===== config.mk =====
export PLATFORM = sky130hd
export DESIGN_NAME = y86_pc_update
export DESIGN_NICKNAME = d
export VERILOG_FILES = /design/src/hdl/y86_pkg.sv /design/src/hdl/y86_pc_update.sv
export SDC_FILE = /design/constraint.sdc
export NUM_CORES = 1
export LEC_CHECK = 0
export ABC_CLOCK_PERIOD_IN_PS = 3500
export BUFFER_PORTS_ARGS = -buffer_cell sky130_fd_sc_hd__buf_2
export CORE_AREA = 3 3 241 243
export DETAILED_ROUTE_END_ITERATION = 7
export DIE_AREA = 0 0 244 246
export PLACE_DENSITY_LB_ADDON = 0.08
export SKIP_LAST_GASP = 1
export SYNTH_ARGS = -nofsm -noshare
export SYNTH_HDL_FRONTEND = slang
export SYNTH_SLANG_ARGS = --single-unit

===== constraint.sdc =====
create_clock -name clk -period 3.5 [get_ports clk]
set_input_delay 0.175 -clock clk [delete_from_list [all_inputs] [get_ports clk]]
set_output_delay 0.175 -clock clk [all_outputs]
set_load 0.01 [all_outputs]

===== src/hdl/y86_pkg.sv =====
package y86_pkg;

  ////////////////////
  // Words and sizes

  typedef logic [63:0] word_t;
  typedef logic [3:0]  reg_id_t;

  localparam reg_id_t REG_NONE   = 4'hf;
  localparam int      IMEM_BYTES = 256;
  localparam int      DMEM_BYTES = 256;

  ////////////////////
  // Encodings

  typedef enum logic [3:0] {
    HALT   = 4'h0,
    NOP    = 4'h1,
    RRMOVQ = 4'h2,
    IRMOVQ = 4'h3,
    RMMOVQ = 4'h4,
    MRMOVQ = 4'h5,
    OPQ    = 4'h6,
    JXX    = 4'h7
  } icode_e;

  typedef enum logic [3:0] {
    ALU_ADD = 4'h0,
    ALU_SUB = 4'h1,
    ALU_AND = 4'h2,
    ALU_XOR = 4'h3
  } alu_fn_e;

  typedef enum logic [3:0] {
    C_ALWAYS = 4'h0,
    C_LE     = 4'h1,
    C_L      = 4'h2,
    C_E      = 4'h3,
    C_NE     = 4'h4,
    C_GE     = 4'h5,
    C_G      = 4'h6
  } cond_e;

  typedef enum logic [1:0] {
    AOK = 2'd0,
    HLT = 2'd1,
    ADR = 2'd2,
    INS = 2'd3
  } stat_e;

  // Bytes 1..9 of an instruction, byte 1 in the low bits.
  typedef union packed {
    struct packed {
      logic [7:0] pad;
      word_t      val_c;
      reg_id_t    ra;
      reg_id_t    rb;
    } reg_view;
    struct packed {
      logic [15:0] pad;
      word_t       val_c;
    } dest_view;
  } instr_u;

  ////////////////////
  // Stage records

  typedef struct packed {
    icode_e     icode;
    logic [3:0] ifun;
    reg_id_t    ra;
    reg_id_t    rb;
    word_t      val_c;
    word_t      val_p;
    stat_e      stat;
  } fetch_t;

  typedef struct packed {
    logic       valid;
    logic [7:0] addr;
    logic [7:0] data;
  } imem_load_t;

  typedef struct packed {
    logic    valid;
    word_t   pc;
    icode_e  icode;
    reg_id_t dst_e;
    word_t   val_e;
    reg_id_t dst_m;
    word_t   val_m;
    logic    mem_wr;
    word_t   mem_addr;
  } retire_t;

  // Register that receives valE; a cmov with a false condition writes nothing.
  function automatic reg_id_t dst_e_sel(fetch_t f, logic cnd);
    case (f.icode)
      IRMOVQ, OPQ: return f.rb;
      RRMOVQ:      return cnd ? f.rb : REG_NONE;
      default:     return REG_NONE;
    endcase
  endfunction

  function automatic reg_id_t dst_m_sel(fetch_t f);
    return (f.icode == MRMOVQ) ? f.ra : REG_NONE;
  endfunction

endpackage


===== src/hdl/y86_pc_update.sv =====
`timescale 1ns/10ps

module y86_pc_update (
  input  logic              clk,
  input  logic              rst_n,
  input  logic              run,
  input  y86_pkg::fetch_t   fetch,
  input  logic              cnd,
  input  logic              mem_error,
  input  y86_pkg::word_t    val_e,
  input  y86_pkg::word_t    val_m,
  output logic              commit,
  output y86_pkg::word_t    pc,
  output y86_pkg::stat_e    stat,
  output y86_pkg::retire_t  retire
);
  import y86_pkg::*;

  logic  step;
  stat_e next_stat;
  word_t next_pc;

  assign step      = run && (stat == AOK); // An instruction retires this cycle.
  assign next_stat = (fetch.stat != AOK) ? fetch.stat : (mem_error ? ADR : AOK);
  assign commit    = step && (next_stat == AOK);
  assign next_pc   = (fetch.icode == JXX && cnd) ? fetch.val_c : fetch.val_p;

  always_ff @(posedge clk or negedge rst_n)
  begin
    if (!rst_n)
    begin
      pc     <= '0;
      stat   <= AOK;
      retire <= '0;
    end
    else
    begin
      if (commit)
        pc <= next_pc;
      if (step)
        stat <= next_stat;
      retire.valid    <= step;
      retire.pc       <= pc;
      retire.icode    <= fetch.icode;
      retire.dst_e    <= commit ? dst_e_sel(fetch, cnd) : REG_NONE;
      retire.val_e    <= val_e;
      retire.dst_m    <= commit ? dst_m_sel(fetch) : REG_NONE;
      retire.val_m    <= val_m;
      retire.mem_wr   <= commit && (fetch.icode == RMMOVQ);
      retire.mem_addr <= val_e;
    end
  end

  // A halt stops the core without a commit.
  a_halt_stops: assert property (@(posedge clk) disable iff (!rst_n)
    step && (fetch.icode == HALT) |=> (stat != AOK) && !$past(commit))
    else $error("A halt instruction did not stop the core.");

endmodule


==> out/qor.yml, run 1 <==
die_area_um2: 60020
setup_viol: 0
timing.fmax_ghz: 0.3980
hold_viol_final: 0
synth_edf_count: 0
globalRouteOverflowTotal: 0
cp_cell_sequence: "dlygate4sd3_1 -> buf_2 -> nand4b_4 -> buf_4 -> o21ai_0 -> a31oi_1 -> dlygate4sd3_1"
yosys.area.top_type: "dfrtp_1"
htree_levels: 2
seq_area_um2: 6807
crit_path_end_kind: "register"
layout.nets: 1771
place_hpwl_mm: 31.51
cts-root-buf: "clkbuf_16"
wl_mm: 45.08
initial_core_util_pct: 16.39
crit_top_cell: "dlygate4sd3_1"
worst_pin_slew_ns: 1.024
yosysMostFrequentCell: "dfrtp_1"
fin_skew_ns: 0.01196
multi_input_area_um2: 1649
vias: 8829
row_count: 87
cp_max_fo: 35
p_total_mw: 8.575
dr.pass1.iters: 4
synth_area_um2: 9206
drc: 0
ctsResizeCount: 0
critical-path-slowest-cell: "dlygate4sd3_1"
synth_nets: 953
cts_setup_buffers: 0
area_growth_pct: 79.48
drive_gt1_share_pct: 45.08
min_period_over_period_pct: 71.78
ctsHoldBuffers: 275
min_path_cells: 2
synth.distinct_cells: 25
worstPathArrival_ns: 2.92
hold_ws_ns: 0.2788
vias_per_cell: 3.886
reg2reg_slack_ns: 1.07
track_usage_pct: 14.65
postSynthCellCount: 674
cp-start-kind: "input pin"
yosys.area.top_type_share_pct: 73.93
tns_ns: 0
p_per_area_nw_per_um2: 519.0
relSlewSlack_pct: 31.72
synth-async-reset-ratio_pct: 100.0
ys_seq_area_share_pct: 73.93
io_pins: 616
hold_end: "retire[93]"
synth_common_cells: "dfrtp_1, buf_4, a21oi_1, nand4_1"
cts_tree: "yes"
portBuffers: 611
reg2reg_to: "pc[37]"
numClockSinks: 272
drt_iter0_markers: 271
grt_max_degree: 94
synth.avg_cell_area_um2: 13.66
maxCapViolCount: 0
r2r-start: "stat[0]"
clk_pin_slew_ns: 0.06
required_ns: 3.91
cts_buffer_depth: 3
grt_pass1_wl_mm: 65.18
grt_pass1_vias: 9694
ant_nets: 0
post-route-min-period_ns: 2.512
r2r_cells: 4
core_um2: 56170
num-fill-cells: 5943
die_y_um: 246
clk_latency_ns: 0.53
ys.flop_type: "dfrtp_1"
rsz0062_at_grt: "no"
max_stage_delay_ns: 0.61
leakage_nw: 8.138
yosys_warnings: 0
numCtsBuffers: 36
chipWidth_um: 244
status: "completed"
routedWlPerCell_um: 19.84
antenna_found_initial: 9
place.gp.congestion: 0.7710
ys_ff_latch: 272
min_path_type: "input pin to register"
vdd_ir_drop_max_mv: 0.2597
path_class: "input pin to register"
hp-start: "val_m[28]"
ys_top_cells_by_area: "dfrtp_1, buf_4, nand4_1"
report.final.slew_viol_count: 0
-- stage by stage --
step	cells	area (um2)	utilization (%)	worst slack (ns)
after floorplan	674	9206	-	2.110
after global placement	1935	12640	22.51	1.311
after detailed placement	1935	12640	22.51	1.277
after CTS	2271	16520	29.41	0.9477
after global routing	2272	16520	29.42	0.8066
final	2272	16520	29.42	0.9877
-- layer usage --
metal | part of all wire [%] | wire length, um | up-vias | global-route usage (%)
met2 | 51 | 22960 | 400 | 26.08
met3 | 9.9 | 4462 | 72 | 5.932
met1 | 37 | 16720 | 4347 | 16.23
li1 | - | - | 4000 | -
met4 | 1.9 | 875 | 10 | 3.791
met5 | 0.14 | 65 | - | 0
-- worst max-delay path: cells and delay by family --
family,cells,cell delay [ns]
buf+inv,4,1.78
simple gates,1,0.57
compound gates,2,0.34
-- cell usage in the layout, fill, tap and decap left out, drive strengths merged, types with 2 or more instances in the layout --
cell type and count:
a21oi 65, a31oi 64, and2 2, buf 624, clkbuf 54, clkinv 4, dfrtp 272, dlygate4sd3 275
inv 5, nand3b 4, nand4 65, nor3 3, o21ai 64, or2 4
-- flip-flops by register name, indices dropped and copies added (netlist names) --
| register | count |
|---|---|
| retire | 206 |
| pc | 64 |
| stat | 2 |
-- kinds of logic (layout without fill, tap and decap cells) --
logic type      after synthesis  in the layout  share of synthesized area, %
buf+inv                     122            963                         8.372
compound gates              196            196                         11.69
other cells                   0              1                             0
flops                       272            272                         73.93
simple gates                 84             84                         6.007
-- worst max-delay path by stage --
stage,end,slack [ns],depth (start not counted),start
floorplan,pc[48],2.11,6,stat[1]
global placement,retire[132],1.31,4,stat[0]
global route,pc[12],0.81,7,fetch[142]
finish,pc[3],0.99,7,fetch[145]
detailed placement,retire[131],1.28,4,stat[0]
CTS,commit,0.95,3,stat[0]
-- report_power, final --
part	internal, mW	leakage (nW)	total [mW]	switching, mW
registers	3.44	3.35	3.61	0.163
logic	0.708	4.23	1.40	0.689
clock network	2.16	0.557	3.57	1.41
total	6.31	8.14	8.58	2.27
-- cell type report --
type	count	area share (%)
sequential	272	41.19
timing repair buffer	899	36.20
multi-input combinational	280	9.980
clock buffer	54	6.414
tap	756	5.725
clock inverter	7	0.4089
inverter	3	0.06815
antenna	1	0.01514
Note: power is estimated with default switching activity, not from simulation.
==> run 2, diff against run 1 <==
--- a/config.mk
+++ b/config.mk
@@ -5,11 +5,11 @@
 export SDC_FILE = /design/constraint.sdc
 export NUM_CORES = 1
 export LEC_CHECK = 0
-export ABC_CLOCK_PERIOD_IN_PS = 3500
+export ABC_CLOCK_PERIOD_IN_PS = 2100
 export BUFFER_PORTS_ARGS = -buffer_cell sky130_fd_sc_hd__buf_2
-export CORE_AREA = 3 3 241 243
+export CORE_AREA = 3 3 240 242
 export DETAILED_ROUTE_END_ITERATION = 7
-export DIE_AREA = 0 0 244 246
+export DIE_AREA = 0 0 243 245
 export PLACE_DENSITY_LB_ADDON = 0.08
 export SKIP_LAST_GASP = 1
 export SYNTH_ARGS = -nofsm -noshare
==> constraint.sdc (replaced) <==
create_clock -name clk -period 2.1 [get_ports clk]
set_input_delay 0.105 -clock clk [delete_from_list [all_inputs] [get_ports clk]]
set_output_delay 0.105 -clock clk [all_outputs]
set_load 0.01 [all_outputs]
==> run 2 against run 1 <==
  * Wire length rose by 1.6%
  * Clock skew fell by 0.0028 ns
  * Setup slack got worse by 0.86 ns
  * Largest cell class unchanged
  * Critical endpoint is now pc[24]
  * Die area shrank 0.81%
  * Cell area is 1.6% higher
  * First-iteration DRC count grew 25%
==> out/qor.yml, run 2 (synthesis results as in run 1) <==
instances_no_fill: 2283  # +0.48%
hp-start: "fetch[1]"
path_class: "input pin to register"
io_pins: 616  # unchanged
crit_path_end_kind: "register"
ant_nets: 0  # unchanged
r2r-start: "stat[1]"
layout.nets: 1783  # +0.68%
path_buf_inv: 4  # unchanged
die_area_um2: 59540  # -0.81%
use_met2_pct: 27.27  # +1.2 points
cts_buffer_depth: 3  # unchanged
area_growth_pct: 82.28
hold_ws_ns: 0.1030  # -0.1759 ns
cp-start-kind: "input pin"
min_path_type: "input pin to register"
leakage_nw: 8.236  # +1.2%
die_y_um: 245  # -0.41%
report.final.slew_viol_count: 0  # unchanged
fin_util_pct: 30.34  # +0.92 points
min_period_over_period_pct: 94.01
drt_iter0_markers: 339  # +25%
worst_pin_slew_ns: 0.5652  # -0.4591 ns
place_hpwl_mm: 33.27  # +5.6%
status: "completed"
core_um2: 55310  # -1.5%
dp_cells: 1939  # +0.21%
busiest_layer: "met2"
hold_viol_final: 0  # unchanged
final_common_cell: "buf_2"
largestRegisters: "retire: 206 flops, pc: 64 flops, stat: 2 flops"
routedWlPerCell_um: 20.07  # +1.1%
maxCapViolCount: 0  # unchanged
worstPathArrival_ns: 2.44  # -0.48 ns
vdd_ir_drop_max_mv: 0.4761  # +83%
startpoint: "fetch[145]"
top_register: "retire"
row_count: 86  # -1.1%
portBuffers: 611  # unchanged
vias: 8877  # +0.54%
vias_per_cell: 3.888  # about the same
cp_cell_sequence: "dlygate4sd3_1 -> buf_2 -> and2b_2 -> buf_12 -> nand4_1 -> a31oi_1 -> dlygate4sd3_1"
grt_max_degree: 59  # -37%
clk_latency_ns: 0.54  # about the same
cts-root-buf: "clkbuf_16"
numCtsBuffers: 35  # -2.8%
timing.fmax_ghz: 0.5066
final_cell_mix: "buf_2, dlygate4sd3_1, dfrtp_1"
wl_mm: 45.81  # +1.6%
clk_pin_slew_ns: 0.06  # about the same
tns_ns: 0  # unchanged
antenna_found_initial: 10  # +1
largest_reg_flops: 206  # unchanged
place_area_um2: 12800  # +1.2%
globalRouteOverflowTotal: 0  # unchanged
crit_family: "buffers and inverters"
cp_max_fo: 42  # +20%
required_ns: 2.57  # -1.34 ns
setup_viol: 0  # unchanged
dr.pass1.iters: 4  # unchanged
drive_gt1_share_pct: 45.88  # +0.80 points
numClockSinks: 272  # unchanged
grt_pass1_vias: 9647  # -0.48%
post-route-min-period_ns: 1.974
rsz0062_at_grt: "no"
final_cell_area_um2: 16780  # +1.6%
p_per_area_nw_per_um2: 862.2  # +66%
fin_skew_ns: 0.009170  # -0.002787 ns
chipWidth_um: 243  # -0.41%
grt_pass1_wl_mm: 66.32  # +1.7%
cts_tree: "yes"
track_usage_pct: 14.96  # +0.31 points
crit_top_cell: "dlygate4sd3_1"
htree_levels: 2  # unchanged
critical-path-slowest-cell: "dlygate4sd3_1"
grtUsageMet3_pct: 5.069  # -0.86 points
place.gp.congestion: 0.7726  # +0.21%
drc: 0  # unchanged
relSlewSlack_pct: 62.32  # +31 points
initial_core_util_pct: 16.65  # +0.26 points
use_met1_pct: 16.43  # +0.20 points
max_stage_delay_ns: 0.56  # -0.05 ns
run 2: layout make-up:
class | instances | area [um2]
timing repair buffer | 912 | 6192
fill | 5896 | 38530
tap | 748 | 935.9
antenna | 5 | 12.51
clock buffer | 54 | 1059
inverter | 3 | 11.26
clock inverter | 9 | 113.9
multi-input combinational | 280 | 1649
sequential | 272 | 6808
run 2: worst reg2reg max path: cells and delay by family (launching register included):
kind / cells / cell delay (ns)
AND/OR/NAND/NOR: 2 / 0.39
AO/OA/AOI/OAI: 1 / 0.13
flip-flops: 1 / 0.42
buffers and inverters: 3 / 0.90
run 2: path summary, 6_finish.rpt:
check	to	slack, ns	depth (start not counted)
max	pc[24]	0.13	7
min	retire[129]	0.10	4
max reg2reg	pc[48]	0.13	6
min reg2reg	retire[218]	0.40	0
max in group asynchronous	retire[220]	1.25	3
min in group asynchronous	retire[54]	0.15	2
run 2: power by group:
part,switching [mW],leakage [nW],internal [mW]
clock,2.41,0.579,3.73
sequential,0.284,3.35,5.74
combinational,1.15,4.31,1.16
run 2: through the flow:
step	setup WS, ns	power (mW)
CTS	0.01940	14.83
floorplan	0.7096	6.740
global placement	0.5350	7.948
finish	0.1259	14.47
global route	0.03541	15.24
detailed placement	0.5284	7.937
run 2: per-layer routing:
metal | part of all wire (%) | up-vias | wire [um]
li1 | - | 4031 | -
met1 | 37 | 4367 | 17080
met2 | 52 | 400 | 23980
met3 | 7.7 | 71 | 3506
met4 | 2.6 | 8 | 1192
met5 | 0.12 | - | 55
run 2: timing repair:
action,CTS,global route
endpoints found under the setup margin,1,28
buffers inserted,0,2
gates resized for setup,2,3
endpoints found under the hold margin,384,0
gates cloned,1,0
hold buffers,273,0
==> run 3, diff against run 2 <==
--- a/config.mk
+++ b/config.mk
@@ -11,6 +11,7 @@
 export DETAILED_ROUTE_END_ITERATION = 7
 export DIE_AREA = 0 0 243 245
 export PLACE_DENSITY_LB_ADDON = 0.08
+export REMOVE_ABC_BUFFERS = 1
 export SKIP_LAST_GASP = 1
 export SYNTH_ARGS = -nofsm -noshare
 export SYNTH_HDL_FRONTEND = slang
==> run 3 against run 2 <==
  * Count of clock-buffer cells in the layout is 3 lower
  * Register-to-register slack about the same
  * Clock power fell by 4.2%
  * Core utilization about the same
  * Largest power group is now sequential cells
==> out/qor.yml, run 3 (synthesis results as in run 1) <==
core_um2: 55310  # unchanged
required_ns: 2.56  # about the same
hold_viol_final: 0  # unchanged
portBuffers: 611  # unchanged
place.gp.congestion: 0.7797  # +0.92%
crit_path_end_kind: "register"
chipWidth_um: 243  # unchanged
die_area_um2: 59540  # unchanged
vdd_ir_drop_max_mv: 0.6172  # +30%
final_cell_area_um2: 16800  # +0.12%
leakage_nw: 8.210  # -0.32%
use_met2_pct: 28.18  # +0.91 points
path_class: "register to register"
grt_max_degree: 64  # +8.5%
area_growth_pct: 82.50
place_area_um2: 12830  # +0.26%
use_met1_pct: 16.20  # -0.23 points
r2r_cells: 7  # +1
worst_pin_slew_ns: 0.5799  # +0.01468 ns
dp_slack_ns: 0.4051  # -0.1233 ns
globalRouteOverflowTotal: 0  # unchanged
hold_ws_ns: 0.1249  # +0.02192 ns
relSlewSlack_pct: 61.27  # -1.1 points
cp_max_fo: 14  # -67%
final_cell_mix: "buf_2, dlygate4sd3_1, dfrtp_1"
layout.nets: 1791  # +0.45%
cts_buffer_depth: 3  # unchanged
maxCapViolCount: 0  # unchanged
fin_ws_ns: 0.1154  # -0.01049 ns
largestRegisters: "retire: 206 flops, pc: 64 flops, stat: 2 flops"
final_common_cell: "buf_2"
p_per_area_nw_per_um2: 843.9  # -2.1%
htree_levels: 2  # unchanged
die_y_um: 245  # unchanged
min_path_type: "input pin to async pin"
track_usage_pct: 14.96  # about the same
wl_mm: 46.71  # +2.0%
clk_latency_ns: 0.53  # about the same
post-route-min-period_ns: 1.985  # +0.01049 ns
io_pins: 616  # unchanged
reg2reg_to: "pc[5]"
initial_core_util_pct: 16.65  # unchanged
numClockSinks: 272  # unchanged
drc: 0  # unchanged
largest_reg_flops: 206  # unchanged
report.final.slew_viol_count: 0  # unchanged
fin_skew_ns: 0.009714  # +0.0005443 ns
min_period_over_period_pct: 94.51  # +0.50 points
place_hpwl_mm: 34.15  # +2.6%
cts-root-buf: "clkbuf_16"
grt_pass1_wl_mm: 66.45  # +0.20%
ant_nets: 0  # unchanged
worstPathArrival_ns: 2.45  # about the same
grt_pass1_vias: 9828  # +1.9%
numCtsBuffers: 35  # unchanged
endpoint: "pc[5]"
row_count: 86  # unchanged
startpoint: "stat[0]"
reg2reg_slack_ns: 0.12  # about the same
antenna_found_initial: 12  # +2
r2r-start: "stat[0]"
timing.fmax_ghz: 0.5039  # -0.53%
drive_gt1_share_pct: 45.70  # -0.18 points
clk_pin_slew_ns: 0.06  # about the same
cts_tree: "yes"
vias: 8917  # +0.45%
cp-start-kind: "register"
top_register: "retire"
dr.pass1.iters: 4  # unchanged
vias_per_cell: 3.892  # about the same
setup_viol: 0  # unchanged
busiest_layer: "met2"
status: "completed"
routedWlPerCell_um: 20.39  # +1.6%
rsz0062_at_grt: "yes"
drt_iter0_markers: 353  # +4.1%
grtUsageMet3_pct: 4.566  # -0.50 points
[run 3: timing repair]
item                                   CTS  global route
endpoints found under the hold margin  479             0
resized for setup                        1             3
pin swaps                                1             2
setup endpoints to repair                1            28
hold buffers                           276             0
cloned                                   0             2
buffers inserted                         1             2
[run 3: layout make-up]
| class | count | area, um2 |
|---|---|---|
| Clock buffer | 51 | 985.9 |
| Clock inverter | 10 | 125.1 |
| Fill cell | 5929 | 38510 |
| Timing Repair Buffer | 919 | 6246 |
| Inverter | 3 | 11.26 |
| Sequential cell | 272 | 6807 |
| Tap cell | 748 | 935.9 |
| Antenna cell | 7 | 17.52 |
| Multi-Input combinational cell | 281 | 1673 |
[run 3: worst max-delay path, cell delays in order, from the launching register on]
cell and delay, ns:
dfrtp_1 0.42, nor3b_4 0.21, buf_4 0.16, buf_12 0.15, buf_6 0.18, a21oi_1 0.08, a31oi_1 0.14, dlygate4sd3_1 0.56
[run 3: report_power, final]
group / internal (mW) / total [mW] / leakage (nW) / switching, mW
clock: 3.51 / 5.88 / 0.542 / 2.37
combinational: 1.13 / 2.27 / 4.32 / 1.14
sequential: 5.74 / 6.03 / 3.35 / 0.287
[run 3: worst min path at each step]
| stage | end | cells past startpoint |
|---|---|---|
| 6_report | retire[36] | 2 |
| 5_1_grt | retire[44] | 2 |
| 4_1_cts | retire[2] | 2 |
| 3_5_place_dp | retire[33] | 1 |
| 3_3_place_gp | retire[24] | 1 |
| 2_1_floorplan | pc[0] | 0 |
[run 3: routing by layer]
metal	vias to the layer above	routed length, um
li1	4043	-
met1	4413	17320
met2	400	24990
met3	59	3497
met4	2	889
met5	-	13
[run 3: metrics by stage]
stage          TNS (ns)  utilization, %  cells  power [mW]
6_report              0           30.38   2291       14.18
3_5_place_dp          0           23.20   1942       7.911
3_3_place_gp          0           23.20   1942       7.921
4_1_cts               0           30.22   2280       14.48
5_1_grt        -0.02117           30.37   2290       14.91
2_1_floorplan   -116.77               -    555       6.613
