--- config.mk ---
export PLATFORM = sky130hd
export DESIGN_NAME = y86_alu
export DESIGN_NICKNAME = d
export VERILOG_FILES = /design/src/hdl/y86_pkg.sv /design/src/hdl/y86_alu.sv
export SDC_FILE = /design/constraint.sdc
export NUM_CORES = 1
export LEC_CHECK = 0
export ABC_CLOCK_PERIOD_IN_PS = 14800
export BUFFER_PORTS_ARGS = -buffer_cell sky130_fd_sc_hd__buf_2
export CAP_MARGIN = 40
export CORE_ASPECT_RATIO = 1.2
export CORE_MARGIN = 2
export CORE_UTILIZATION = 47
export DETAILED_ROUTE_END_ITERATION = 8
export MAX_ROUTING_LAYER = met4
export PLACE_DENSITY = 0.83
export SETUP_SLACK_MARGIN = 0.02
export SYNTH_ARGS = -nofsm -noshare
export SYNTH_HDL_FRONTEND = slang
export SYNTH_SLANG_ARGS = --single-unit
export TNS_END_PERCENT = 1
--- constraint.sdc ---
create_clock -name clk -period 14.8 [get_ports clk]
set_clock_uncertainty 0.05 [all_clocks]
set_input_delay 2.22 -clock clk [delete_from_list [all_inputs] [get_ports clk]]
set_output_delay 2.22 -clock clk [all_outputs]
set_load 0.005 [all_outputs]
--- src/hdl/y86_pkg.sv ---
package y86_pkg;

  ////////////////////
  // Words and sizes

  typedef logic [63:0] word_t;
  typedef logic [3:0]  reg_id_t;

  localparam reg_id_t REG_NONE   = 4'hf;
  localparam int      IMEM_BYTES = 256;
  localparam int      DMEM_BYTES = 256;

  ////////////////////
  // Encodings

  typedef enum logic [3:0] {
    HALT   = 4'h0,
    NOP    = 4'h1,
    RRMOVQ = 4'h2,
    IRMOVQ = 4'h3,
    RMMOVQ = 4'h4,
    MRMOVQ = 4'h5,
    OPQ    = 4'h6,
    JXX    = 4'h7
  } icode_e;

  typedef enum logic [3:0] {
    ALU_ADD = 4'h0,
    ALU_SUB = 4'h1,
    ALU_AND = 4'h2,
    ALU_XOR = 4'h3
  } alu_fn_e;

  typedef enum logic [3:0] {
    C_ALWAYS = 4'h0,
    C_LE     = 4'h1,
    C_L      = 4'h2,
    C_E      = 4'h3,
    C_NE     = 4'h4,
    C_GE     = 4'h5,
    C_G      = 4'h6
  } cond_e;

  typedef enum logic [1:0] {
    AOK = 2'd0,
    HLT = 2'd1,
    ADR = 2'd2,
    INS = 2'd3
  } stat_e;

  // Bytes 1..9 of an instruction, byte 1 in the low bits.
  typedef union packed {
    struct packed {
      logic [7:0] pad;
      word_t      val_c;
      reg_id_t    ra;
      reg_id_t    rb;
    } reg_view;
    struct packed {
      logic [15:0] pad;
      word_t       val_c;
    } dest_view;
  } instr_u;

  ////////////////////
  // Stage records

  typedef struct packed {
    icode_e     icode;
    logic [3:0] ifun;
    reg_id_t    ra;
    reg_id_t    rb;
    word_t      val_c;
    word_t      val_p;
    stat_e      stat;
  } fetch_t;

  typedef struct packed {
    logic       valid;
    logic [7:0] addr;
    logic [7:0] data;
  } imem_load_t;

  typedef struct packed {
    logic    valid;
    word_t   pc;
    icode_e  icode;
    reg_id_t dst_e;
    word_t   val_e;
    reg_id_t dst_m;
    word_t   val_m;
    logic    mem_wr;
    word_t   mem_addr;
  } retire_t;

  // Register that receives valE; a cmov with a false condition writes nothing.
  function automatic reg_id_t dst_e_sel(fetch_t f, logic cnd);
    case (f.icode)
      IRMOVQ, OPQ: return f.rb;
      RRMOVQ:      return cnd ? f.rb : REG_NONE;
      default:     return REG_NONE;
    endcase
  endfunction

  function automatic reg_id_t dst_m_sel(fetch_t f);
    return (f.icode == MRMOVQ) ? f.ra : REG_NONE;
  endfunction

endpackage

--- src/hdl/y86_alu.sv ---
`timescale 1ns/10ps

module y86_alu (
  input  logic             clk,
  input  logic             rst_n,
  input  logic             commit,
  input  y86_pkg::fetch_t  fetch,
  input  y86_pkg::word_t   val_a,
  input  y86_pkg::word_t   val_b,
  output y86_pkg::word_t   val_e,
  output logic             cnd
);
  import y86_pkg::*;

  word_t   alu_a;
  word_t   alu_b;
  alu_fn_e alu_fn;
  logic    zf;
  logic    sf;
  logic    of;
  logic    of_next;

  always_comb
  begin
    alu_a  = '0;
    alu_b  = '0;
    alu_fn = ALU_ADD;
    case (fetch.icode)
      RRMOVQ:         alu_a = val_a;
      IRMOVQ:         alu_a = fetch.val_c;
      RMMOVQ, MRMOVQ:
      begin
        alu_a = fetch.val_c; // Displacement plus base.
        alu_b = val_b;
      end
      OPQ:
      begin
        alu_a  = val_a;
        alu_b  = val_b;
        alu_fn = alu_fn_e'(fetch.ifun);
      end
      default:        alu_a = '0;
    endcase
  end

  always_comb
  begin
    of_next = 1'b0;
    case (alu_fn)
      ALU_ADD:
      begin
        val_e   = alu_b + alu_a;
        of_next = (alu_a[63] == alu_b[63]) && (val_e[63] != alu_a[63]);
      end
      ALU_SUB:
      begin
        val_e   = alu_b - alu_a;
        of_next = (alu_a[63] != alu_b[63]) && (val_e[63] != alu_b[63]);
      end
      ALU_AND: val_e = alu_b & alu_a;
      ALU_XOR: val_e = alu_b ^ alu_a;
      default: val_e = '0;
    endcase
  end

  ////////////////////
  // Condition codes

  always_ff @(posedge clk or negedge rst_n)
  begin
    if (!rst_n)
    begin
      zf <= 1'b1;
      sf <= 1'b0;
      of <= 1'b0;
    end
    else if (commit && fetch.icode == OPQ)
    begin
      zf <= (val_e == '0);
      sf <= val_e[63];
      of <= of_next;
    end
  end

  always_comb
  begin
    case (cond_e'(fetch.ifun))
      C_ALWAYS: cnd = 1'b1;
      C_LE:     cnd = (sf ^ of) | zf;
      C_L:      cnd = sf ^ of;
      C_E:      cnd = zf;
      C_NE:     cnd = !zf;
      C_GE:     cnd = !(sf ^ of);
      C_G:      cnd = !(sf ^ of) && !zf;
      default:  cnd = 1'b0;
    endcase
  end

endmodule

==> results.tsv, run 1 <==
metric	value	unit
status	finished clean	
netlist_area	0.01191	mm²
cts.reportedPaths.clkPinSlew	0.03	ns
utilization	54.14	%
remaining_drc_errors	0	
detail_route.wl_per_cell	26.15	µm
crit_buf_inv	4	
placeableCoreArea	0.02483	mm²
ys.warnings.count	0	
cts.repair.resized	0	
port_buffers	267	
worst_path_dominant_cell_family	compound AO/OA/AOI/OAI gates	
cts_root_buffer	sky130_fd_sc_hd__clkbuf_16	
slew_headroom	34.62	%
ant_nets	0	
endpoint	val_e[56]	
via_count_of_the_first_global_routing_pass	15940	
cts_inserted_buffers	3	
clk_latency	0.23	ns
critical_path.cell_chain	buf_2 > nand2_1 > mux2_2 > nor2_4 > buf_4 > a22oi_1 > ha_1 > inv_1 > a21oi_1 > o31ai_1 > a211oi_1 > a21oi_1 > o2111a_1 > o21ai_0 > o21ai_0 > o311ai_0 > buf_2	
detailedPlacementHpwl	48.98	mm
clock_sink_count	3	
setup_total_negative_slack	0	ns
synth_cell_types	91	
ys_async_sr_fraction	100.0	%
cp_slowest_stage_delay	0.83	ns
period_minus_slack	11.25	ns
min_delay_path_depth	1	
grt_usage	46.00	%
clk_path_buf_depth	2	
die_w	149.3	µm
htree_num_levels	1	
critPathMaxFanout	33	
cts_hold_buffers	0	
worst_path_max_delay_cell	sky130_fd_sc_hd__o311ai_0	
grt_setup_unrepaired	no	
layout-drive-gt1-share	16.71	%
first_iter_violations	1969	
timing.reg2reg.setup_slack	13.99	ns
power.density	41.89	mW/mm²
hold_crit_class	reg2reg	
cts_tree	built	
initial_core_util	47.98	%
synth_enable_flop_cells	0	
grt_pass1_wl	92.03	mm
postSynth.topFlopCell	sky130_fd_sc_hd__dfrtp_1	
finalSetupViolCount	0	
worst_ep_required_time	12.53	ns
globalRoute.totalOverflow	0	
route.detailed.vias_per_inst	7.029	
worstRegToRegCells	1	
finish.net_count	2485	
initial_antenna_violation_count	1	
mean_syn_cell_area	6.287	µm²
dieArea	0.02664	mm²
critical_path.startpoint_type	input pin	
io_pins	342	
die_y	178.4	µm
netlist_top_cells_count	sky130_fd_sc_hd__a21oi_1, sky130_fd_sc_hd__nand2_1, sky130_fd_sc_hd__nor2_1, sky130_fd_sc_hd__inv_1, sky130_fd_sc_hd__ha_1	
yosys-top-cells-area	sky130_fd_sc_hd__ha_1, sky130_fd_sc_hd__a21oi_1, sky130_fd_sc_hd__nand2_1	
sequential_to_total_area_share_from_yosys_stat	0.6406	%
syn-instance-count	1895	
num_vias	16900	
gp_routability_congestion	1.060	
grt_start_max_net_pins	65	
yosysMostFrequentCell	sky130_fd_sc_hd__a21oi_1	
critical_path_arrival	8.98	ns
worstSetupPathType	in2out	
cap_violations	0	
critical_path.reg2reg.startpoint	of	
synth.net_count	2303	
clock.fmax	88.88	MHz
total_leakage_power	6.573	nW
syn_to_final_growth	12.83	%
final-hold-violation-count	0	
regToRegEndpoint	of	
largest_area_contributor_in_the_netlist	sky130_fd_sc_hd__ha_1	
post_cts_repair_setup_buffers	0	
report.final.slew_viol_count	0	
totalWireLength	62.86	mm
netlist.area_leader.share	13.55	%
tightestPinTransition	0.9807	ns
firstDrtPassIters	6	
setup.worst_path.start	fetch[142]	
critical_path.endpoint_type	output port	
worstSetupPathDepth	17	
synth-seq-cells	3	
min_period_over_period	76.02	%
vdd_ir_drop_max	0.00003714	V
rows	63	
metrics by stage:
step / worst slack (ns) / instances / total power, W / hold WS [ns] / instance area, µm²
2_1_floorplan: 6.275 / 1895 / 0.0003220 / 0.4202 / 11910
3_5_place_dp: 4.029 / 2396 / 0.0004942 / 0.4754 / 13350
5_1_grt: 3.415 / 2402 / 0.0005935 / 0.5227 / 13440
3_3_place_gp: 4.171 / 2388 / 0.0004873 / 0.4561 / 13310
6_report: 3.549 / 2404 / 0.0005632 / 0.4847 / 13440
4_1_cts: 4.007 / 2400 / 0.0005407 / 0.4816 / 13430
area by class of cell:
cell class	count	area, µm²
tap	325	406.6
fill	2572	11390
clock buffer	4	78.83
multi-input combinational	1632	10800
timing repair buffer	300	1564
inverter	137	514.2
antenna	3	7.507
sequential	3	76.32
routing by layer:
layer  vias up  wire length [µm]  global-route usage, %
met5         -                 0                      -
met4         0              6030                  35.48
met3       360              6384                  7.570
met2      1228             28150                  74.18
met1      7767             22300                  50.50
li1       7542                 -                      -
state kept, by name, summed over array words and instances (netlist names):
signal / flops
of: 1
sf: 1
zf: 1
how the worst min path moves through the flow:
stage	endpoint	from	slack, ns
detailed placement	of	of	0.48
global route	of	of	0.52
CTS	of	of	0.48
floorplan	sf	sf	0.42
finish	of	of	0.48
global placement	sf	sf	0.46
kinds of logic (layout without fill, tap and decap cells):
family          after synthesis  in the layout  share of synthesized area, %
compound gates              768            768                         43.75
simple gates                694            694                         29.34
buf+inv                     260            441                         9.284
fa+ha+maj                   132            132                         13.97
xor+xnor                     20             20                         1.470
mux                          18             18                         1.544
flops                         3              3                        0.6407
other cells                   0              3                             0
layout by cell type, fill, tap and decap left out, types with 18 or more instances in the layout:
cell type / netlist / final
sky130_fd_sc_hd__xnor2_1: 20 / 20
sky130_fd_sc_hd__nand2_1: 183 / 183
sky130_fd_sc_hd__o211ai_1: 45 / 45
sky130_fd_sc_hd__and2_1: 75 / 75
sky130_fd_sc_hd__a211oi_1: 18 / 18
sky130_fd_sc_hd__nand3_1: 56 / 56
sky130_fd_sc_hd__inv_1: 137 / 137
sky130_fd_sc_hd__o31ai_1: 44 / 44
sky130_fd_sc_hd__buf_2: 20 / 272
sky130_fd_sc_hd__a31oi_1: 26 / 26
sky130_fd_sc_hd__o21bai_1: 18 / 18
sky130_fd_sc_hd__nor3_1: 38 / 38
sky130_fd_sc_hd__nand4_1: 29 / 29
sky130_fd_sc_hd__buf_4: 4 / 24
sky130_fd_sc_hd__a21o_1: 33 / 33
sky130_fd_sc_hd__a21oi_1: 196 / 196
sky130_fd_sc_hd__ha_1: 129 / 129
sky130_fd_sc_hd__and3_1: 21 / 20
sky130_fd_sc_hd__o21ai_0: 116 / 116
sky130_fd_sc_hd__nor4_1: 48 / 48
sky130_fd_sc_hd__nor2_1: 145 / 142
sky130_fd_sc_hd__a22oi_1: 71 / 71
sky130_fd_sc_hd__nor2b_1: 23 / 23
where the power goes:
group          internal (W)   total [W]  switching [W]
Clock             0.0000356   0.0000440     0.00000835
Sequential       0.00000905  0.00000967    0.000000613
Combinational      0.000171    0.000510       0.000338
No activity file was read; power rests on OpenSTA's default activity.
==> inputs of run 2 (changes only) <==
ABC_AREA = 1   (was not set)
ABC_CLOCK_PERIOD_IN_PS = 11800   (was 14800)
PLACE_DENSITY = 0.81   (was 0.83)
clock period = 11.8 ns   (was 14.8 ns; I/O delays follow)
==> run 2 against run 1 <==
Sequential power up 33%; die area up 31%; sequential share of layout area down 0.12 points; worst hold slack worse by 0.026 ns.
==> results.tsv, run 2 <==
metric	value	unit
status	finished clean	
dieArea	0.03503	mm²
largest_area_contributor_in_the_netlist	sky130_fd_sc_hd__nand2_1	
mean_syn_cell_area	4.783	µm²
clock_power_share	6.7	%
biggestRegsByFlops	of x1, sf x1, zf x1	
grt_setup_unrepaired	no	
min_period_over_period	70.60	%
cts.repair.resized	0	
min_delay_worst_endpoint	sf	
critical_path.reg2reg.startpoint	zf	
synth.net_count	3704	
worstSetupPathType	in2out	
via_count_of_the_first_global_routing_pass	19620	
power.density	47.77	mW/mm²
route.detailed.vias_per_inst	5.287	
postSynth.topFlopCell	sky130_fd_sc_hd__dfrtp_1	
synth_enable_flop_cells	0	
critical_path_arrival	6.51	ns
ant_nets	0	
die_w	171.2	µm
netlist.area_leader.share	24.19	%
rows	73	
firstDrtPassIters	8	
power.net_switching	0.0005442	W
ys_async_sr_fraction	100.0	%
grt_start_max_net_pins	56	
initial_antenna_violation_count	4	
post_cts_repair_setup_buffers	0	
worst_path_max_delay_cell	sky130_fd_sc_hd__o22ai_1	
intPower	0.0002787	W
clock_sink_count	3	
slew_headroom	40.03	%
grt_pass1_wl	111.7	mm
tightestPinTransition	0.8995	ns
regToRegEndpoint	zf	
detailedPlacementHpwl	64.73	mm
finish.net_count	3886	
setup_total_negative_slack	0	ns
report.final.slew_viol_count	0	
commonest_non_fill_non_tap_cells_in_the_layout	sky130_fd_sc_hd__nand2_1, sky130_fd_sc_hd__inv_1, sky130_fd_sc_hd__nor2_1, sky130_fd_sc_hd__nand3_1, sky130_fd_sc_hd__buf_2	
post-layout-total-power	0.0008229	W
grt_usage	43.88	%
worstRegToRegCells	2	
clock.fmax	120.0	MHz
sequential_to_total_area_share_from_yosys_stat	0.4842	%
vdd_ir_drop_max	0.00003647	V
cts_root_buffer	sky130_fd_sc_hd__clkbuf_16	
comb_power_share	91.7	%
clk_latency	0.23	ns
finalSetupViolCount	0	
htree_num_levels	1	
yosys-top-cells-area	sky130_fd_sc_hd__nand2_1, sky130_fd_sc_hd__inv_1, sky130_fd_sc_hd__ha_1	
ys.warnings.count	0	
min_delay_path_depth	2	
worstHoldStart	sf	
timing.critical_path.mode_cell	sky130_fd_sc_hd__nand2_1	
cts_hold_buffers	0	
critPathMaxFanout	37	
hold_crit_class	reg2reg	
remaining_drc_errors	0	
timing.reg2reg.setup_slack	10.98	ns
synth_cell_types	49	
total_leakage_power	11.02	nW
globalRoute.totalOverflow	0	
cts_tree	built	
first_iter_violations	1759	
cp_slowest_stage_delay	0.48	ns
final_common_cell	sky130_fd_sc_hd__nand2_1	
gp_routability_congestion	1.064	
syn-instance-count	3296	
netlist_top_cells_count	sky130_fd_sc_hd__nand2_1, sky130_fd_sc_hd__inv_1, sky130_fd_sc_hd__nor2_1, sky130_fd_sc_hd__nand3_1, sky130_fd_sc_hd__ha_1	
cts.reportedPaths.clkPinSlew	0.03	ns
io_pins	342	
critical_path.startpoint_type	input pin	
seq_power_share	1.6	%
yosysMostFrequentCell	sky130_fd_sc_hd__nand2_1	
clk_path_buf_depth	2	
layout-drive-gt1-share	13.55	%
cts_inserted_buffers	3	
initial_core_util	47.68	%
die_y	204.6	µm
syn_to_final_growth	9.271	%
port_buffers	267	
placeableCoreArea	0.03306	mm²
critical_path.cell_chain	buf_2 > a21oi_1 > nand2_2 > buf_4 > o22ai_1 > buf_4 > inv_1 > ha_1 > nor2_2 > nand3_1 > nand3_1 > nand2_1 > nand2_1 > nand2_1 > nand2_1 > nand3_1 > nand2_1 > nand2_1 > nand3_1 > nand3b_1 > buf_2	
netlist_area	0.01576	mm²
critical_path.endpoint_type	output port	
cap_violations	0	
synth-seq-cells	3	
period_minus_slack	8.331	ns
totalWireLength	75.35	mm
detail_route.wl_per_cell	19.17	µm
worst_ep_required_time	9.98	ns
final-hold-violation-count	0	
num_vias	20780	
switching_share	66.13	%
run 2: how the worst max path moves through the flow:
stage                     from         to  depth (start not counted)
floorplan           fetch[142]  val_e[62]                         21
global placement    fetch[144]  val_e[62]                         20
detailed placement  fetch[144]  val_e[62]                         20
CTS                 fetch[144]  val_e[62]                         20
global route        fetch[142]  val_e[45]                         26
finish              fetch[144]  val_e[62]                         21
run 2: critical path: cells and delay by family:
kind            cells  cell delay, ns
compound gates      2            0.73
fa+ha+maj           1            0.45
buf+inv             5            1.10
simple gates       13            2.41
run 2: kinds of logic (layout without fill, tap and decap cells):
kind of cell | Yosys count | count (layout) | synth area share (%)
AOI/OAI and AO/OA | 335 | 335 | 12.18
other | 0 | 4 | 0
buffers and inverters | 972 | 1153 | 25.11
DFF | 3 | 3 | 0.4842
and+or+nand+nor | 1850 | 1850 | 51.46
xor gates and xnor gates | 5 | 5 | 0.2779
adders and majority gates | 131 | 131 | 10.49
run 2: layout make-up:
cell class                 instances  area, µm²
sequential                         3      76.32
antenna                            4      10.01
fill                            3951      15840
inverter                         871       3269
tap                              450      563.0
clock buffer                       4      78.83
timing repair buffer             278       1471
multi-input combinational       2321      11760
run 2: per-layer routing:
layer / vias up / track usage (%) / routed length [µm]
met5: - / - / 0
met4: 0 / 42.52 / 8992
li1: 10370 / - / -
met2: 1030 / 71.95 / 33960
met1: 9029 / 44.15 / 27090
met3: 351 / 6.665 / 5305
run 2: metrics by stage:
| step | setup WS [ns] | hold WS [ns] | std cells | util (%) | cell area (µm²) |
|---|---|---|---|---|---|
| global route | 3.370 | 0.4812 | 3931 | 52.10 | 17230 |
| finish | 3.469 | 0.4586 | 3931 | 52.10 | 17230 |
| CTS | 3.724 | 0.4565 | 3925 | 52.02 | 17200 |
| floorplan | 5.838 | 0.4165 | 3296 | - | 15760 |
| global placement | 3.735 | 0.4393 | 3918 | 51.56 | 17050 |
| detailed placement | 3.726 | 0.4472 | 3921 | 51.78 | 17120 |
run 2: power by group through the flow:
stage	registers, W	logic, W	clock network (W)
floorplan	0.0000127	0.000496	0
global placement	0.0000129	0.000728	0
detailed placement	0.0000129	0.000731	0
CTS	0.0000129	0.000734	0.0000552
global route	0.0000130	0.000825	0.0000563
finish	0.0000129	0.000755	0.0000551
==> inputs of run 3 (changes only) <==
ABC_CLOCK_PERIOD_IN_PS = 8300   (was 11800)
clock period = 8.3 ns   (was 11.8 ns; I/O delays follow)
==> run 3 against run 2 <==
Worst hold slack gained 0.019 ns; total power grew 42%; non-clock buffer count grew 2; critical path type unchanged; highest routed layer unchanged.
==> results.tsv, run 3 (synthesized netlist as in run 2, its figures left out) <==
metric	value	unit
grt_usage	42.13	%
route.detailed.vias_per_inst	5.237	
rows	73	
endpoint	val_e[45]	
min_period_over_period	82.59	%
dieArea	0.03503	mm²
nFillCells	3853	
initial_antenna_violation_count	0	
grt_pass1_wl	107.6	mm
firstDrtPassIters	9	
critical_path_arrival	5.56	ns
critical_path.endpoint_type	output port	
cts_inserted_buffers	3	
num_vias	20580	
worstRegToRegCells	2	
syn_to_final_growth	9.176	%
ant_nets	0	
tightestPinTransition	0.8988	ns
totalWireLength	73.24	mm
finish.net_count	3888	
layout-drive-gt1-share	13.60	%
timing.reg2reg.setup_slack	7.44	ns
initial_core_util	47.68	%
slew_headroom	40.08	%
io_pins	342	
cap_violations	0	
finalSetupViolCount	0	
cts_tree	built	
final-hold-violation-count	0	
total_leakage_power	11.02	nW
port_buffers	267	
critical_path.reg2reg.startpoint	zf	
multi_input_area	0.01176	mm²
gp_routability_congestion	1.096	
cts.reportedPaths.clkPinSlew	0.03	ns
vdd_ir_drop_max	0.00007557	V
die_w	171.2	µm
period_minus_slack	6.855	ns
cts_root_buffer	sky130_fd_sc_hd__clkbuf_16	
post_cts_repair_setup_buffers	0	
cts_hold_buffers	0	
clk_path_buf_depth	2	
grt_setup_unrepaired	no	
first_iter_violations	1896	
worstSetupPathType	in2out	
regToRegEndpoint	zf	
cts.repair.resized	0	
worst_ep_required_time	7.01	ns
globalRoute.totalOverflow	0	
grt_start_max_net_pins	56	
status	finished clean	
critical_path.startpoint_type	input pin	
die_y	204.6	µm
biggestRegsByFlops	of x1, sf x1, zf x1	
report.final.slew_viol_count	0	
clk_latency	0.23	ns
setup.worst_path.start	fetch[144]	
clock.fmax	145.9	MHz
placeableCoreArea	0.03306	mm²
via_count_of_the_first_global_routing_pass	18950	
area.sequential	76.32	µm²
commonest_non_fill_non_tap_cells_in_the_layout	sky130_fd_sc_hd__nand2_1, sky130_fd_sc_hd__inv_1, sky130_fd_sc_hd__nor2_1, sky130_fd_sc_hd__nand3_1, sky130_fd_sc_hd__buf_2	
remaining_drc_errors	0	
htree_num_levels	1	
number_of_inserted_diodes	0	
hold_crit_class	reg2reg	
detailedPlacementHpwl	62.48	mm
final_cells	3929	
placed_cells	3923	
clock_sink_count	3	
critPathMaxFanout	24	
setup_total_negative_slack	0	ns
detail_route.wl_per_cell	18.64	µm
power.density	67.98	mW/mm²
final_common_cell	sky130_fd_sc_hd__nand2_1	
==> run 3: changes by cell type in the layout (fill, tap and decap cells not counted), sizes merged <==
cell	delta
diode	-4
buf	+2
==> run 3: per-layer routing <==
layer / GRT usage (%) / routed length, µm / up-vias
li1: - / - / 10390
met1: 44.27 / 26660 / 8805
met2: 68.72 / 32860 / 1072
met3: 5.081 / 5595 / 310
met4: 38.71 / 8127 / 0
met5: - / 0 / -
==> run 3: how the worst min path moves through the flow <==
| stage | slack [ns] | depth (start not counted) | to | startpoint |
|---|---|---|---|---|
| 2_1_floorplan | 0.42 | 2 | zf | zf |
| 3_3_place_gp | 0.44 | 2 | sf | sf |
| 3_5_place_dp | 0.44 | 2 | sf | sf |
| 4_1_cts | 0.47 | 2 | sf | sf |
| 5_1_grt | 0.51 | 2 | sf | sf |
| 6_report | 0.48 | 2 | sf | sf |
==> run 3: stage by stage <==
stage	hold slack (ns)	utilization (%)	total power, W	worst slack, ns	instance area (µm²)
floorplan	0.4165	-	0.0007238	3.388	15760
global placement	0.4404	51.68	0.001048	1.760	17090
detailed placement	0.4406	51.77	0.001053	1.691	17120
CTS	0.4726	52.01	0.001137	1.683	17200
global route	0.5121	52.05	0.001267	1.256	17210
finish	0.4778	52.05	0.001170	1.445	17210
==> run 3: layout make-up <==
class	instances	area share [%]
tap	450	3.272
inverter	871	19.00
sequential	3	0.4435
timing repair buffer	280	8.521
multi-input combinational	2321	68.31
clock buffer	4	0.4580
==> run 3: critical path: stages <==
cell,delay [ns]
sky130_fd_sc_hd__buf_2,0.11
sky130_fd_sc_hd__a21oi_1,0.27
sky130_fd_sc_hd__nand2_2,0.41
sky130_fd_sc_hd__o22ai_1,0.57
sky130_fd_sc_hd__buf_4,0.29
sky130_fd_sc_hd__inv_1,0.06
sky130_fd_sc_hd__ha_1,0.52
sky130_fd_sc_hd__inv_1,0.15
sky130_fd_sc_hd__nand2_2,0.10
sky130_fd_sc_hd__nand2_1,0.05
sky130_fd_sc_hd__nand2_1,0.11
sky130_fd_sc_hd__nand3_1,0.18
sky130_fd_sc_hd__nand2_1,0.13
sky130_fd_sc_hd__nand3_1,0.21
sky130_fd_sc_hd__nand3_1,0.25
sky130_fd_sc_hd__nand4_1,0.12
sky130_fd_sc_hd__nand3_1,0.13
sky130_fd_sc_hd__nand2_1,0.05
sky130_fd_sc_hd__nor2_1,0.35
sky130_fd_sc_hd__inv_1,0.10
sky130_fd_sc_hd__buf_2,0.14
==> run 3: power by group <==
part / leakage (nW) / switching (W) / internal [W]
clock: 0.0382 / 0.0000154 / 0.0000636
sequential: 0.0348 / 0.00000195 / 0.0000168
combinational: 10.9 / 0.000756 / 0.000316
total: 11.0 / 0.000773 / 0.000397
